$ cat src/design/isa_pkg.sv
package isa_pkg;

    typedef logic [4:0]  reg_idx_t;  // Register file index
    typedef logic [31:0] word_t;     // Data and address word

    // One fetched word, three ways to read it
    typedef union packed {
        struct packed {
            logic [5:0] opcode;  // Always OP_RTYPE here
            reg_idx_t   rs;      // First source
            reg_idx_t   rt;      // Second source
            reg_idx_t   rd;      // Destination
            logic [4:0] shamt;   // Fixed shift amount
            logic [5:0] funct;   // Selects the R-type operation
        } r;
        struct packed {
            logic [5:0]  opcode;
            reg_idx_t    rs;     // Base or first source
            reg_idx_t    rt;     // Destination or store data
            logic [15:0] imm;    // Offset or operand
        } i;
        struct packed {
            logic [5:0]  opcode;
            logic [25:0] index;  // Word index inside the 256 MB region
        } j;
    } instr_t;

    // Primary opcodes
    localparam logic [5:0] OP_RTYPE = 6'b000000;  // Decoded further by funct
    localparam logic [5:0] OP_J     = 6'b000010;
    localparam logic [5:0] OP_JAL   = 6'b000011;
    localparam logic [5:0] OP_BEQ   = 6'b000100;
    localparam logic [5:0] OP_BNE   = 6'b000101;
    localparam logic [5:0] OP_ADDI  = 6'b001000;
    localparam logic [5:0] OP_ADDIU = 6'b001001;
    localparam logic [5:0] OP_SLTI  = 6'b001010;
    localparam logic [5:0] OP_SLTIU = 6'b001011;
    localparam logic [5:0] OP_ANDI  = 6'b001100;  // Zero-extended operand
    localparam logic [5:0] OP_ORI   = 6'b001101;  // Zero-extended operand
    localparam logic [5:0] OP_XORI  = 6'b001110;  // Zero-extended operand
    localparam logic [5:0] OP_LUI   = 6'b001111;  // Operand moved to upper half
    localparam logic [5:0] OP_LB    = 6'b100000;
    localparam logic [5:0] OP_LH    = 6'b100001;
    localparam logic [5:0] OP_LW    = 6'b100011;
    localparam logic [5:0] OP_LBU   = 6'b100100;
    localparam logic [5:0] OP_LHU   = 6'b100101;
    localparam logic [5:0] OP_LWU   = 6'b100111;
    localparam logic [5:0] OP_SB    = 6'b101000;
    localparam logic [5:0] OP_SH    = 6'b101001;
    localparam logic [5:0] OP_SW    = 6'b101011;

    // R-type funct codes
    localparam logic [5:0] FN_SLL  = 6'b000000;  // Shift by shamt
    localparam logic [5:0] FN_SRL  = 6'b000010;
    localparam logic [5:0] FN_SRA  = 6'b000011;
    localparam logic [5:0] FN_SLLV = 6'b000100;  // Shift by rs
    localparam logic [5:0] FN_SRLV = 6'b000110;
    localparam logic [5:0] FN_SRAV = 6'b000111;
    localparam logic [5:0] FN_JR   = 6'b001000;
    localparam logic [5:0] FN_JALR = 6'b001001;
    localparam logic [5:0] FN_ADDU = 6'b100001;
    localparam logic [5:0] FN_SUBU = 6'b100011;
    localparam logic [5:0] FN_AND  = 6'b100100;
    localparam logic [5:0] FN_OR   = 6'b100101;
    localparam logic [5:0] FN_XOR  = 6'b100110;
    localparam logic [5:0] FN_NOR  = 6'b100111;
    localparam logic [5:0] FN_SLT  = 6'b101010;
    localparam logic [5:0] FN_SLTU = 6'b101011;

    localparam reg_idx_t RA_IDX = 5'd31;  // Link register for JAL

endpackage

$ cat src/design/control_pkg.sv
package control_pkg;

    localparam int CONTROL_SIZE = 18;  // Width of the decoded word

    typedef logic [CONTROL_SIZE-1:0] control_t;

    // Bit positions inside control_t
    localparam int REG_WRITE = 0;   // Writes the register file
    localparam int BRANCH    = 1;   // Conditional branch taken on equal
    localparam int UNSIGNED  = 2;   // No overflow trap, zero-fill on loads
    localparam int MEM_READ  = 3;   // Load
    localparam int MEM_WRITE = 4;   // Store
    localparam int MASK_1    = 5;   // Sub-word access
    localparam int MASK_2    = 6;   // Byte access, with MASK_1
    localparam int REG_DST   = 7;   // Destination is rd, else rt
    localparam int SHIFT_SRC = 8;   // Shift amount from shamt
    localparam int ALU_SRC   = 9;   // Second operand is the immediate
    localparam int ALU_OP0   = 10;  // ALU operation LSB
    localparam int ALU_OP1   = 11;
    localparam int ALU_OP2   = 12;  // ALU operation MSB
    localparam int MEM_2_REG = 13;  // Write-back from memory
    localparam int J_RET_DST = 14;  // Destination forced to the link register
    localparam int EQ_OR_NE  = 15;  // Branch compare selects equality sense
    localparam int JUMP_SRC  = 16;  // Target from the index field, else rs
    localparam int JUMP_B    = 17;  // Unconditional jump

    typedef logic [2:0] alu_op_t;

    // ALU operation codes carried in ALU_OP2..ALU_OP0
    localparam alu_op_t ALU_SUB   = 3'b000;  // Also the branch compare
    localparam alu_op_t ALU_ADD   = 3'b001;  // Address and add
    localparam alu_op_t ALU_SLT   = 3'b010;
    localparam alu_op_t ALU_AND   = 3'b011;
    localparam alu_op_t ALU_OR    = 3'b100;
    localparam alu_op_t ALU_XOR   = 3'b101;
    localparam alu_op_t ALU_LUI   = 3'b110;
    localparam alu_op_t ALU_FUNCT = 3'b111;  // R-type, ALU decodes funct itself

endpackage

$ cat src/design/general_control.sv
module general_control (
    input  logic                  enable,  // ID slot holds a real instruction
    input  logic [5:0]            opcode,  // Primary opcode field
    input  logic [5:0]            func,    // Funct field, only meaningful for R-type
    output control_pkg::control_t control  // Decoded word toward ID/EX
);

    control_pkg::alu_op_t alu_op;  // Packed into the word after decode

    always_comb begin
        control = '0;                    // Bubble unless something matches
        alu_op  = control_pkg::ALU_SUB;  // Zero code keeps a bubble all-zero
        if (enable) begin
            casez ({opcode, func})
                {isa_pkg::OP_RTYPE, isa_pkg::FN_SLL},
                {isa_pkg::OP_RTYPE, isa_pkg::FN_SRL},
                {isa_pkg::OP_RTYPE, isa_pkg::FN_SRA},
                {isa_pkg::OP_RTYPE, isa_pkg::FN_SLLV},
                {isa_pkg::OP_RTYPE, isa_pkg::FN_SRLV},
                {isa_pkg::OP_RTYPE, isa_pkg::FN_SRAV},
                {isa_pkg::OP_RTYPE, isa_pkg::FN_ADDU},
                {isa_pkg::OP_RTYPE, isa_pkg::FN_SUBU},
                {isa_pkg::OP_RTYPE, isa_pkg::FN_AND},
                {isa_pkg::OP_RTYPE, isa_pkg::FN_OR},
                {isa_pkg::OP_RTYPE, isa_pkg::FN_XOR},
                {isa_pkg::OP_RTYPE, isa_pkg::FN_NOR},
                {isa_pkg::OP_RTYPE, isa_pkg::FN_SLT},
                {isa_pkg::OP_RTYPE, isa_pkg::FN_SLTU}: begin
                    control[control_pkg::REG_WRITE] = 1'b1;
                    control[control_pkg::REG_DST]   = 1'b1;  // Result to rd
                    control[control_pkg::SHIFT_SRC] = func inside {isa_pkg::FN_SLL,
                        isa_pkg::FN_SRL, isa_pkg::FN_SRA};   // Fixed shifts use shamt
                    control[control_pkg::UNSIGNED]  = func inside {isa_pkg::FN_ADDU,
                        isa_pkg::FN_SUBU, isa_pkg::FN_AND, isa_pkg::FN_OR, isa_pkg::FN_XOR,
                        isa_pkg::FN_NOR, isa_pkg::FN_SLTU};
                    alu_op = control_pkg::ALU_FUNCT;         // ALU reads funct
                end
                {isa_pkg::OP_RTYPE, isa_pkg::FN_JALR}: begin
                    control[control_pkg::JUMP_B]    = 1'b1;  // Target from rs
                    control[control_pkg::J_RET_DST] = 1'b1;  // Link into r31
                    control[control_pkg::REG_DST]   = 1'b1;
                    control[control_pkg::REG_WRITE] = 1'b1;
                end
                {isa_pkg::OP_RTYPE, isa_pkg::FN_JR}: begin
                    control[control_pkg::JUMP_B] = 1'b1;     // No link
                end
                {isa_pkg::OP_LB, 6'b??????}, {isa_pkg::OP_LH, 6'b??????},
                {isa_pkg::OP_LW, 6'b??????}, {isa_pkg::OP_LBU, 6'b??????},
                {isa_pkg::OP_LHU, 6'b??????}, {isa_pkg::OP_LWU, 6'b??????}: begin
                    control[control_pkg::REG_WRITE] = 1'b1;
                    control[control_pkg::MEM_READ]  = 1'b1;
                    control[control_pkg::MEM_2_REG] = 1'b1;  // Write back load data
                    control[control_pkg::ALU_SRC]   = 1'b1;  // Base plus offset
                    alu_op = control_pkg::ALU_ADD;
                end
                {isa_pkg::OP_SB, 6'b??????}, {isa_pkg::OP_SH, 6'b??????},
                {isa_pkg::OP_SW, 6'b??????}: begin
                    control[control_pkg::MEM_WRITE] = 1'b1;
                    control[control_pkg::ALU_SRC]   = 1'b1;  // Base plus offset
                    alu_op = control_pkg::ALU_ADD;
                end
                {isa_pkg::OP_ADDI, 6'b??????}, {isa_pkg::OP_ADDIU, 6'b??????},
                {isa_pkg::OP_SLTI, 6'b??????}, {isa_pkg::OP_SLTIU, 6'b??????},
                {isa_pkg::OP_ANDI, 6'b??????}, {isa_pkg::OP_ORI, 6'b??????},
                {isa_pkg::OP_XORI, 6'b??????}, {isa_pkg::OP_LUI, 6'b??????}: begin
                    control[control_pkg::REG_WRITE] = 1'b1;
                    control[control_pkg::ALU_SRC]   = 1'b1;  // Immediate operand
                    control[control_pkg::UNSIGNED]  = (opcode != isa_pkg::OP_ADDI) &&
                                                      (opcode != isa_pkg::OP_SLTI);
                    case (opcode)
                        isa_pkg::OP_SLTI, isa_pkg::OP_SLTIU: alu_op = control_pkg::ALU_SLT;
                        isa_pkg::OP_ANDI: alu_op = control_pkg::ALU_AND;
                        isa_pkg::OP_ORI:  alu_op = control_pkg::ALU_OR;
                        isa_pkg::OP_XORI: alu_op = control_pkg::ALU_XOR;
                        isa_pkg::OP_LUI:  alu_op = control_pkg::ALU_LUI;  // Pass operand
                        default:          alu_op = control_pkg::ALU_ADD;  // ADDI, ADDIU
                    endcase
                end
                {isa_pkg::OP_BEQ, 6'b??????}: begin
                    control[control_pkg::BRANCH]   = 1'b1;
                    control[control_pkg::EQ_OR_NE] = 1'b1;
                    alu_op = control_pkg::ALU_SUB;           // Compare by subtraction
                end
                {isa_pkg::OP_BNE, 6'b??????}: begin
                    control[control_pkg::EQ_OR_NE] = 1'b1;   // Same compare, BRANCH clear
                    alu_op = control_pkg::ALU_SUB;
                end
                {isa_pkg::OP_J, 6'b??????}, {isa_pkg::OP_JAL, 6'b??????}: begin
                    control[control_pkg::JUMP_B]    = 1'b1;
                    control[control_pkg::JUMP_SRC]  = 1'b1;  // Target from index
                    control[control_pkg::J_RET_DST] = (opcode == isa_pkg::OP_JAL);
                    control[control_pkg::REG_WRITE] = (opcode == isa_pkg::OP_JAL);
                end
                default: ;                                   // Unsupported stays zero
            endcase
            // Access width from opcode[1:0], 00 byte, 01 half, 11 word
            if (control[control_pkg::MEM_READ] || control[control_pkg::MEM_WRITE]) begin
                control[control_pkg::MASK_1] = (opcode[1:0] != 2'b11);
                control[control_pkg::MASK_2] = (opcode[1:0] == 2'b00);
            end
            if (control[control_pkg::MEM_READ])
                control[control_pkg::UNSIGNED] = opcode[2];  // LBU, LHU, LWU zero-fill
        end
        control[control_pkg::ALU_OP2] = alu_op[2];
        control[control_pkg::ALU_OP1] = alu_op[1];
        control[control_pkg::ALU_OP0] = alu_op[0];
    end

endmodule

$ cat src/design/immediate_unit.sv
module immediate_unit (
    input  isa_pkg::instr_t instr,          // Word in ID, read as I and J format
    input  isa_pkg::word_t  pc_plus4,       // Address of the next sequential word
    output isa_pkg::word_t  imm_ext,        // Operand for the ALU
    output isa_pkg::word_t  branch_target,  // Taken target for BEQ/BNE
    output isa_pkg::word_t  jump_target     // Target for J/JAL
);

    logic [15:0]    imm;       // Raw immediate from the I view
    logic [25:0]    index;     // Raw index from the J view
    isa_pkg::word_t imm_sign;  // Sign-extended immediate
    isa_pkg::word_t offset;    // Branch offset in bytes

    assign imm      = instr.i.imm;
    assign index    = instr.j.index;
    assign imm_sign = {{16{imm[15]}}, imm};
    assign offset   = {imm_sign[29:0], 2'b00};  // Word offset times four

    // Logic immediates zero-fill, LUI moves to the upper half
    always_comb begin
        case (instr.i.opcode)
            isa_pkg::OP_ANDI,
            isa_pkg::OP_ORI,
            isa_pkg::OP_XORI: imm_ext = {16'h0000, imm};
            isa_pkg::OP_LUI:  imm_ext = {imm, 16'h0000};
            default:          imm_ext = imm_sign;  // Arithmetic, loads, stores, branches
        endcase
    end

    assign branch_target = pc_plus4 + offset;  // Only adder in the stage

    // Region bits from PC+4, then the word index
    assign jump_target = {pc_plus4[31:28], index, 2'b00};

endmodule

$ cat src/design/id_ex_register.sv
module id_ex_register (
    input  logic                  clk,
    input  logic                  reset,             // Synchronous, clears all fields
    input  logic                  flush,             // Turns this cycle into a bubble
    input  control_pkg::control_t control,           // From the main decoder
    input  isa_pkg::word_t        imm_ext,
    input  isa_pkg::word_t        branch_target,
    input  isa_pkg::word_t        jump_target,
    input  isa_pkg::reg_idx_t     rs,
    input  isa_pkg::reg_idx_t     rt,
    input  isa_pkg::reg_idx_t     rd,
    output control_pkg::control_t ex_control,        // Zero means no side effects
    output isa_pkg::word_t        ex_imm,
    output isa_pkg::word_t        ex_branch_target,
    output isa_pkg::word_t        ex_jump_target,
    output isa_pkg::reg_idx_t     ex_rs,
    output isa_pkg::reg_idx_t     ex_rt,
    output isa_pkg::reg_idx_t     ex_dst             // Write-back register index
);

    isa_pkg::reg_idx_t dst;  // Destination picked in ID

    // Link register wins over rd, rd over rt
    always_comb begin
        if (control[control_pkg::J_RET_DST])
            dst = isa_pkg::RA_IDX;
        else if (control[control_pkg::REG_DST])
            dst = rd;
        else
            dst = rt;
    end

    always_ff @(posedge clk) begin
        if (reset) begin
            ex_control       <= '0;
            ex_imm           <= '0;
            ex_branch_target <= '0;
            ex_jump_target   <= '0;
            ex_rs            <= '0;
            ex_rt            <= '0;
            ex_dst           <= '0;
        end else begin
            ex_control       <= flush ? '0 : control;  // Bubble kills only control
            ex_imm           <= imm_ext;               // Data loads regardless
            ex_branch_target <= branch_target;
            ex_jump_target   <= jump_target;
            ex_rs            <= rs;                    // Kept for forwarding in EX
            ex_rt            <= rt;
            ex_dst           <= dst;
        end
    end

endmodule

$ cat src/design/decode_stage.sv
module decode_stage (
    input  logic                  clk,
    input  logic                  reset,             // Synchronous, active high
    input  logic                  valid,             // Instruction in ID is real
    input  logic                  flush,             // External bubble request
    input  isa_pkg::instr_t       instr,             // Fetched word
    input  isa_pkg::word_t        pc_plus4,          // PC of the word plus four
    output control_pkg::control_t ex_control,
    output isa_pkg::word_t        ex_imm,
    output isa_pkg::word_t        ex_branch_target,
    output isa_pkg::word_t        ex_jump_target,
    output isa_pkg::reg_idx_t     ex_rs,
    output isa_pkg::reg_idx_t     ex_rt,
    output isa_pkg::reg_idx_t     ex_dst
);

    control_pkg::control_t control;        // Decoded this cycle
    isa_pkg::word_t        imm_ext;
    isa_pkg::word_t        branch_target;
    isa_pkg::word_t        jump_target;

    general_control general_control_inst (
        .enable  (valid),                  // Invalid slot decodes as a bubble
        .opcode  (instr.r.opcode),
        .func    (instr.r.funct),
        .control (control)
    );

    immediate_unit immediate_unit_inst (
        .instr         (instr),
        .pc_plus4      (pc_plus4),
        .imm_ext       (imm_ext),
        .branch_target (branch_target),
        .jump_target   (jump_target)
    );

    id_ex_register id_ex_register_inst (
        .clk              (clk),
        .reset            (reset),
        .flush            (flush),
        .control          (control),
        .imm_ext          (imm_ext),
        .branch_target    (branch_target),
        .jump_target      (jump_target),
        .rs               (instr.r.rs),    // Register fields via R view
        .rt               (instr.r.rt),
        .rd               (instr.r.rd),
        .ex_control       (ex_control),
        .ex_imm           (ex_imm),
        .ex_branch_target (ex_branch_target),
        .ex_jump_target   (ex_jump_target),
        .ex_rs            (ex_rs),
        .ex_rt            (ex_rt),
        .ex_dst           (ex_dst)
    );

endmodule

$ cat config.mk
export PLATFORM = sky130hd
export DESIGN_NAME = decode_stage
export DESIGN_NICKNAME = d
export VERILOG_FILES = /design/src/design/isa_pkg.sv /design/src/design/control_pkg.sv /design/src/design/general_control.sv /design/src/design/immediate_unit.sv /design/src/design/id_ex_register.sv /design/src/design/decode_stage.sv
export SDC_FILE = /design/constraint.sdc
export NUM_CORES = 1
export LEC_CHECK = 0
export ABC_CLOCK_PERIOD_IN_PS = 3350
export BUFFER_PORTS_ARGS = -buffer_cell sky130_fd_sc_hd__buf_2
export CORE_AREA = 2 2 95 189
export CTS_BUF_LIST = sky130_fd_sc_hd__clkbuf_4 sky130_fd_sc_hd__clkbuf_8 sky130_fd_sc_hd__clkbuf_16
export DETAILED_ROUTE_END_ITERATION = 8
export DIE_AREA = 0 0 97 191
export GPL_ROUTABILITY_DRIVEN = 0
export MAX_ROUTING_LAYER = met4
export PLACE_DENSITY_LB_ADDON = 0.08
export SETUP_SLACK_MARGIN = 0.4
export SLEW_MARGIN = 20
export SYNTH_ARGS = -nofsm -noshare
export SYNTH_HDL_FRONTEND = slang
export SYNTH_SLANG_ARGS = --single-unit
$ cat constraint.sdc
create_clock -name clk -period 3.35 [get_ports clk]
set_clock_uncertainty 0.2 [all_clocks]
set_input_delay 0.67 -clock clk [delete_from_list [all_inputs] [get_ports clk]]
set_output_delay 0.67 -clock clk [all_outputs]
set_load 0.01 [all_outputs]
==> parameters.txt <==
Parameter                              Value

Power
  Static leakage    3.35 nW
  Power density relative to cell area    591 mW/mm^2
  IR Drop Worst-Case VDD    0.000323 V
  Total power consumption of the routed design    4.00 mW

GRT
  Largest net degree at the start of global routing    65
  GR Overflow Total    0
  Total GRT Usage    0.164
  Vias in the first global route    4456
  Antenna violations before repair    0
  Wire length of the first global-routing pass    23.3 mm

Worst setup path
  Arrival time at the worst endpoint    2.89 ns
  CP Capture Point    id_ex_register_inst.ex_branch_target[30]
  Class of the most critical setup path    input port to register
  Worst-path maximum fanout    3
  Critical Path End Type    register
  Launching instance or port of the critical path    instr[0]
  Required time of the worst setup path    3.46 ns
  Type of origin of the critical path    input port

Finish
  Final nets    848
  Filler cell count in the final layout    1811
  Antenna cell count    0
  Summed area of non-filler cells in the final layout    0.00677 mm^2
  Sequential cell area    0.00232 mm^2
  Area grow syn2layout    33.3%
  End-of-flow core utilization    0.396
  Area taken by multi-input logic gates    0.00246 mm^2
  Share of layout cells above drive strength 1    0.318

Clock tree
  Count of H-tree levels built during CTS    4
  Post-CTS setup buffer count    0
  Number of cells upsized or downsized after cts    0
  CTS Root Cell    sky130_fd_sc_hd__clkbuf_16
  CTS Sinks    116
  Clock input transition at the sequential cells of the worst setup and hold paths    0.06 ns
  CTS tree    built
  Total of hold buffers inserted after clock tree synthesis    0
  Largest buffer count on any clock path    2
  Number of CTS-inserted buffers    17

Floorplan
  Die area    0.0185 mm^2
  Initial core utilization    0.297
  Total I/O pin count    197
  Die boundary width    97 um
  Row count    68
  Die Y-Extent    191 um
  Core footprint    0.0171 mm^2

STA
  Fin worst setup slack    0.573 ns
  Final setup violating endpoints    0
  Tightest Pin Transition    0.541 ns
  Final Critical Period    2.78 ns
  Final cycle utilization of the critical path    0.829
  Number of hold violations in the final report    0
  Aggregate negative setup slack    0 ns
  Count of final max-slew check failures    0
  RSZ-0062 raised after global routing    no
  Max Fclk    360 MHz
  Worst slew margin relative to its limit    0.639

Logic synthesis
  Fraction of the mapped netlist area in simple logic gates    0.185
  YS warnings    0
  Number of instances in the synthesized netlist    567
  Number of flops mapped to enable cells by yosys    0
  Ys flop type    sky130_fd_sc_hd__dfxtp_1
  Multiplexer fraction of the synthesized cell area    0.00863
  Cell area after synthesis    0.00508 mm^2
  Area share of fa/ha/maj cells after synthesis    0.0754
  Flop and latch count out of synthesis    116
  Register area share after synthesis    0.457
  Avg Cell Area, Syn    8.95 um^2
  Complex-gate fraction of the synthesized area    0.172
  Synthesized-area fraction occupied by xor and xnor cells    0.0414
  Dominant combinational cell family by area after synthesis    simple AND/OR/NAND/NOR gates
  Proportion of register bits with asynchronous set or reset after synthesis    0
  Synth unique cells    57

Place
  Dpl cell area    0.00617 mm^2
  Total half-perimeter wirelength after legalization and detailed placement    11.2 mm
  Worst-case setup slack after placement    0.141 ns
  I/O Buffers    194

Routing
  DR pass1 iterations    4
  Drt wl/cell    15.3 um
  Routed vias/inst    4.65
  Post-route DRC violation count    0
  Starting DRT DRC Count    135
  Total wire length after detailed routing    14.8 mm
  Via Count    4528
  Post-route ant nets    0

Worst hold path
  Path category of the worst min-delay check    input port to register

Job
  Max-cap violation count    0

Status
  Run status    finished clean
-- synthesized netlist by cell type, types with 2 or more instances --
cell,count,area (um^2)
sky130_fd_sc_hd__ha_1,29,363
sky130_fd_sc_hd__nor3b_1,2,15.0
sky130_fd_sc_hd__buf_2,7,35.0
sky130_fd_sc_hd__nor2_1,61,229
sky130_fd_sc_hd__nand3_1,10,50.1
sky130_fd_sc_hd__and3_1,3,18.8
sky130_fd_sc_hd__nor3_1,13,65.1
sky130_fd_sc_hd__dfxtp_1,116,2320
sky130_fd_sc_hd__nor2b_1,23,144
sky130_fd_sc_hd__xor2_1,9,78.8
sky130_fd_sc_hd__a211oi_1,4,30.0
sky130_fd_sc_hd__a21oi_1,47,235
sky130_fd_sc_hd__o2111ai_1,2,17.5
sky130_fd_sc_hd__inv_1,25,93.8
sky130_fd_sc_hd__o21bai_1,7,52.6
sky130_fd_sc_hd__and2_1,3,18.8
sky130_fd_sc_hd__nand4_1,8,50.1
sky130_fd_sc_hd__nand2b_1,19,119
sky130_fd_sc_hd__o21a_1,5,37.5
sky130_fd_sc_hd__xnor2_1,15,131
sky130_fd_sc_hd__o21ai_0,34,170
sky130_fd_sc_hd__o211ai_1,7,52.6
sky130_fd_sc_hd__o21ai_1,3,15.0
sky130_fd_sc_hd__clkbuf_1,16,60.1
sky130_fd_sc_hd__a31oi_1,3,18.8
sky130_fd_sc_hd__a21o_1,9,67.6
sky130_fd_sc_hd__buf_4,13,97.6
sky130_fd_sc_hd__nand2_1,41,154
sky130_fd_sc_hd__mux2_1,3,33.8
sky130_fd_sc_hd__o31ai_1,2,15.0
sky130_fd_sc_hd__or3_1,2,12.5
-- registers in the layout, indices dropped and copies added (netlist names) --
signal / count
id_ex_register_inst.ex_rs: 4
id_ex_register_inst.ex_branch_target: 32
id_ex_register_inst.ex_rt: 4
id_ex_register_inst.ex_dst: 5
id_ex_register_inst.ex_control: 17
id_ex_register_inst.ex_imm: 32
id_ex_register_inst.ex_jump_target: 22
-- cell families after synthesis --
kind of cell | count (synthesis)
other cells | 1
simple gates | 192
flops | 116
compound gates | 137
fa+ha+maj | 30
xor+xnor | 24
mux | 4
buf+inv | 63
-- worst min-delay path by stage --
stage | to | cells past startpoint | startpoint
floorplan | id_ex_register_inst.ex_control[8] | 1 | instr[3]
global placement | id_ex_register_inst.ex_rs[0] | 2 | instr[21]
detailed placement | id_ex_register_inst.ex_rs[1] | 2 | instr[22]
CTS | id_ex_register_inst.ex_rs[3] | 2 | instr[24]
global route | id_ex_register_inst.ex_jump_target[27] | 2 | instr[25]
finish | id_ex_register_inst.ex_rs[3] | 2 | instr[24]
-- layout make-up --
class                           count  area share
Tap cell                          210      0.0388
Clock buffer                       17      0.0628
Multi-Input combinational cell    389       0.363
Timing Repair Buffer              201       0.153
Inverter                           25      0.0139
Clock inverter                     15      0.0251
Sequential cell                   116       0.343
-- layout by cell type, fill, tap and decap left out, types with 4 or more instances in the layout --
cell / count
sky130_fd_sc_hd__o211ai_1: 7
sky130_fd_sc_hd__a21o_1: 9
sky130_fd_sc_hd__a21oi_1: 47
sky130_fd_sc_hd__nand3_1: 10
sky130_fd_sc_hd__nand4_1: 8
sky130_fd_sc_hd__ha_1: 29
sky130_fd_sc_hd__buf_4: 6
sky130_fd_sc_hd__nor2_1: 61
sky130_fd_sc_hd__nand2_1: 41
sky130_fd_sc_hd__clkinvlp_4: 4
sky130_fd_sc_hd__dfxtp_1: 116
sky130_fd_sc_hd__xnor2_1: 15
sky130_fd_sc_hd__inv_1: 25
sky130_fd_sc_hd__nor3_1: 13
sky130_fd_sc_hd__buf_2: 194
sky130_fd_sc_hd__o21ai_0: 34
sky130_fd_sc_hd__clkbuf_16: 17
sky130_fd_sc_hd__inv_6: 5
sky130_fd_sc_hd__a211oi_1: 4
sky130_fd_sc_hd__o21a_1: 5
sky130_fd_sc_hd__nand2b_1: 19
sky130_fd_sc_hd__xor2_1: 9
sky130_fd_sc_hd__o21bai_1: 7
sky130_fd_sc_hd__nor2b_1: 23
-- worst max-delay path: stages --
cell	delay, ns
sky130_fd_sc_hd__buf_2	0.10
sky130_fd_sc_hd__ha_1	0.23
sky130_fd_sc_hd__fa_2	0.36
sky130_fd_sc_hd__a21o_1	0.20
sky130_fd_sc_hd__nand4_1	0.13
sky130_fd_sc_hd__nand3_2	0.16
sky130_fd_sc_hd__a311oi_4	0.34
sky130_fd_sc_hd__o31ai_4	0.11
sky130_fd_sc_hd__a221oi_2	0.25
sky130_fd_sc_hd__mux2_1	0.33
-- power breakdown --
part	leakage (nW)	switching [mW]	internal (mW)
Sequential	0.962	0.0249	1.48
Clock	0.281	0.728	1.11
Combinational	2.10	0.384	0.270
-- metal layers --
metal  vias up  GRT usage  wire length [um]
met5         -          -                 0
met4         0     0.0650               292
met3        22     0.0483               887
met2       165      0.244              6520
met1      2047      0.211              7140
li1       2294          -                 -
-- metrics by stage --
step,cells,hold WS [ns]
finish,973,0.262
floorplan,568,0.548
detailed placement,941,0.685
CTS,973,0.244
global route,973,0.260
global placement,941,0.680
No activity file was read; power rests on OpenSTA's default activity.
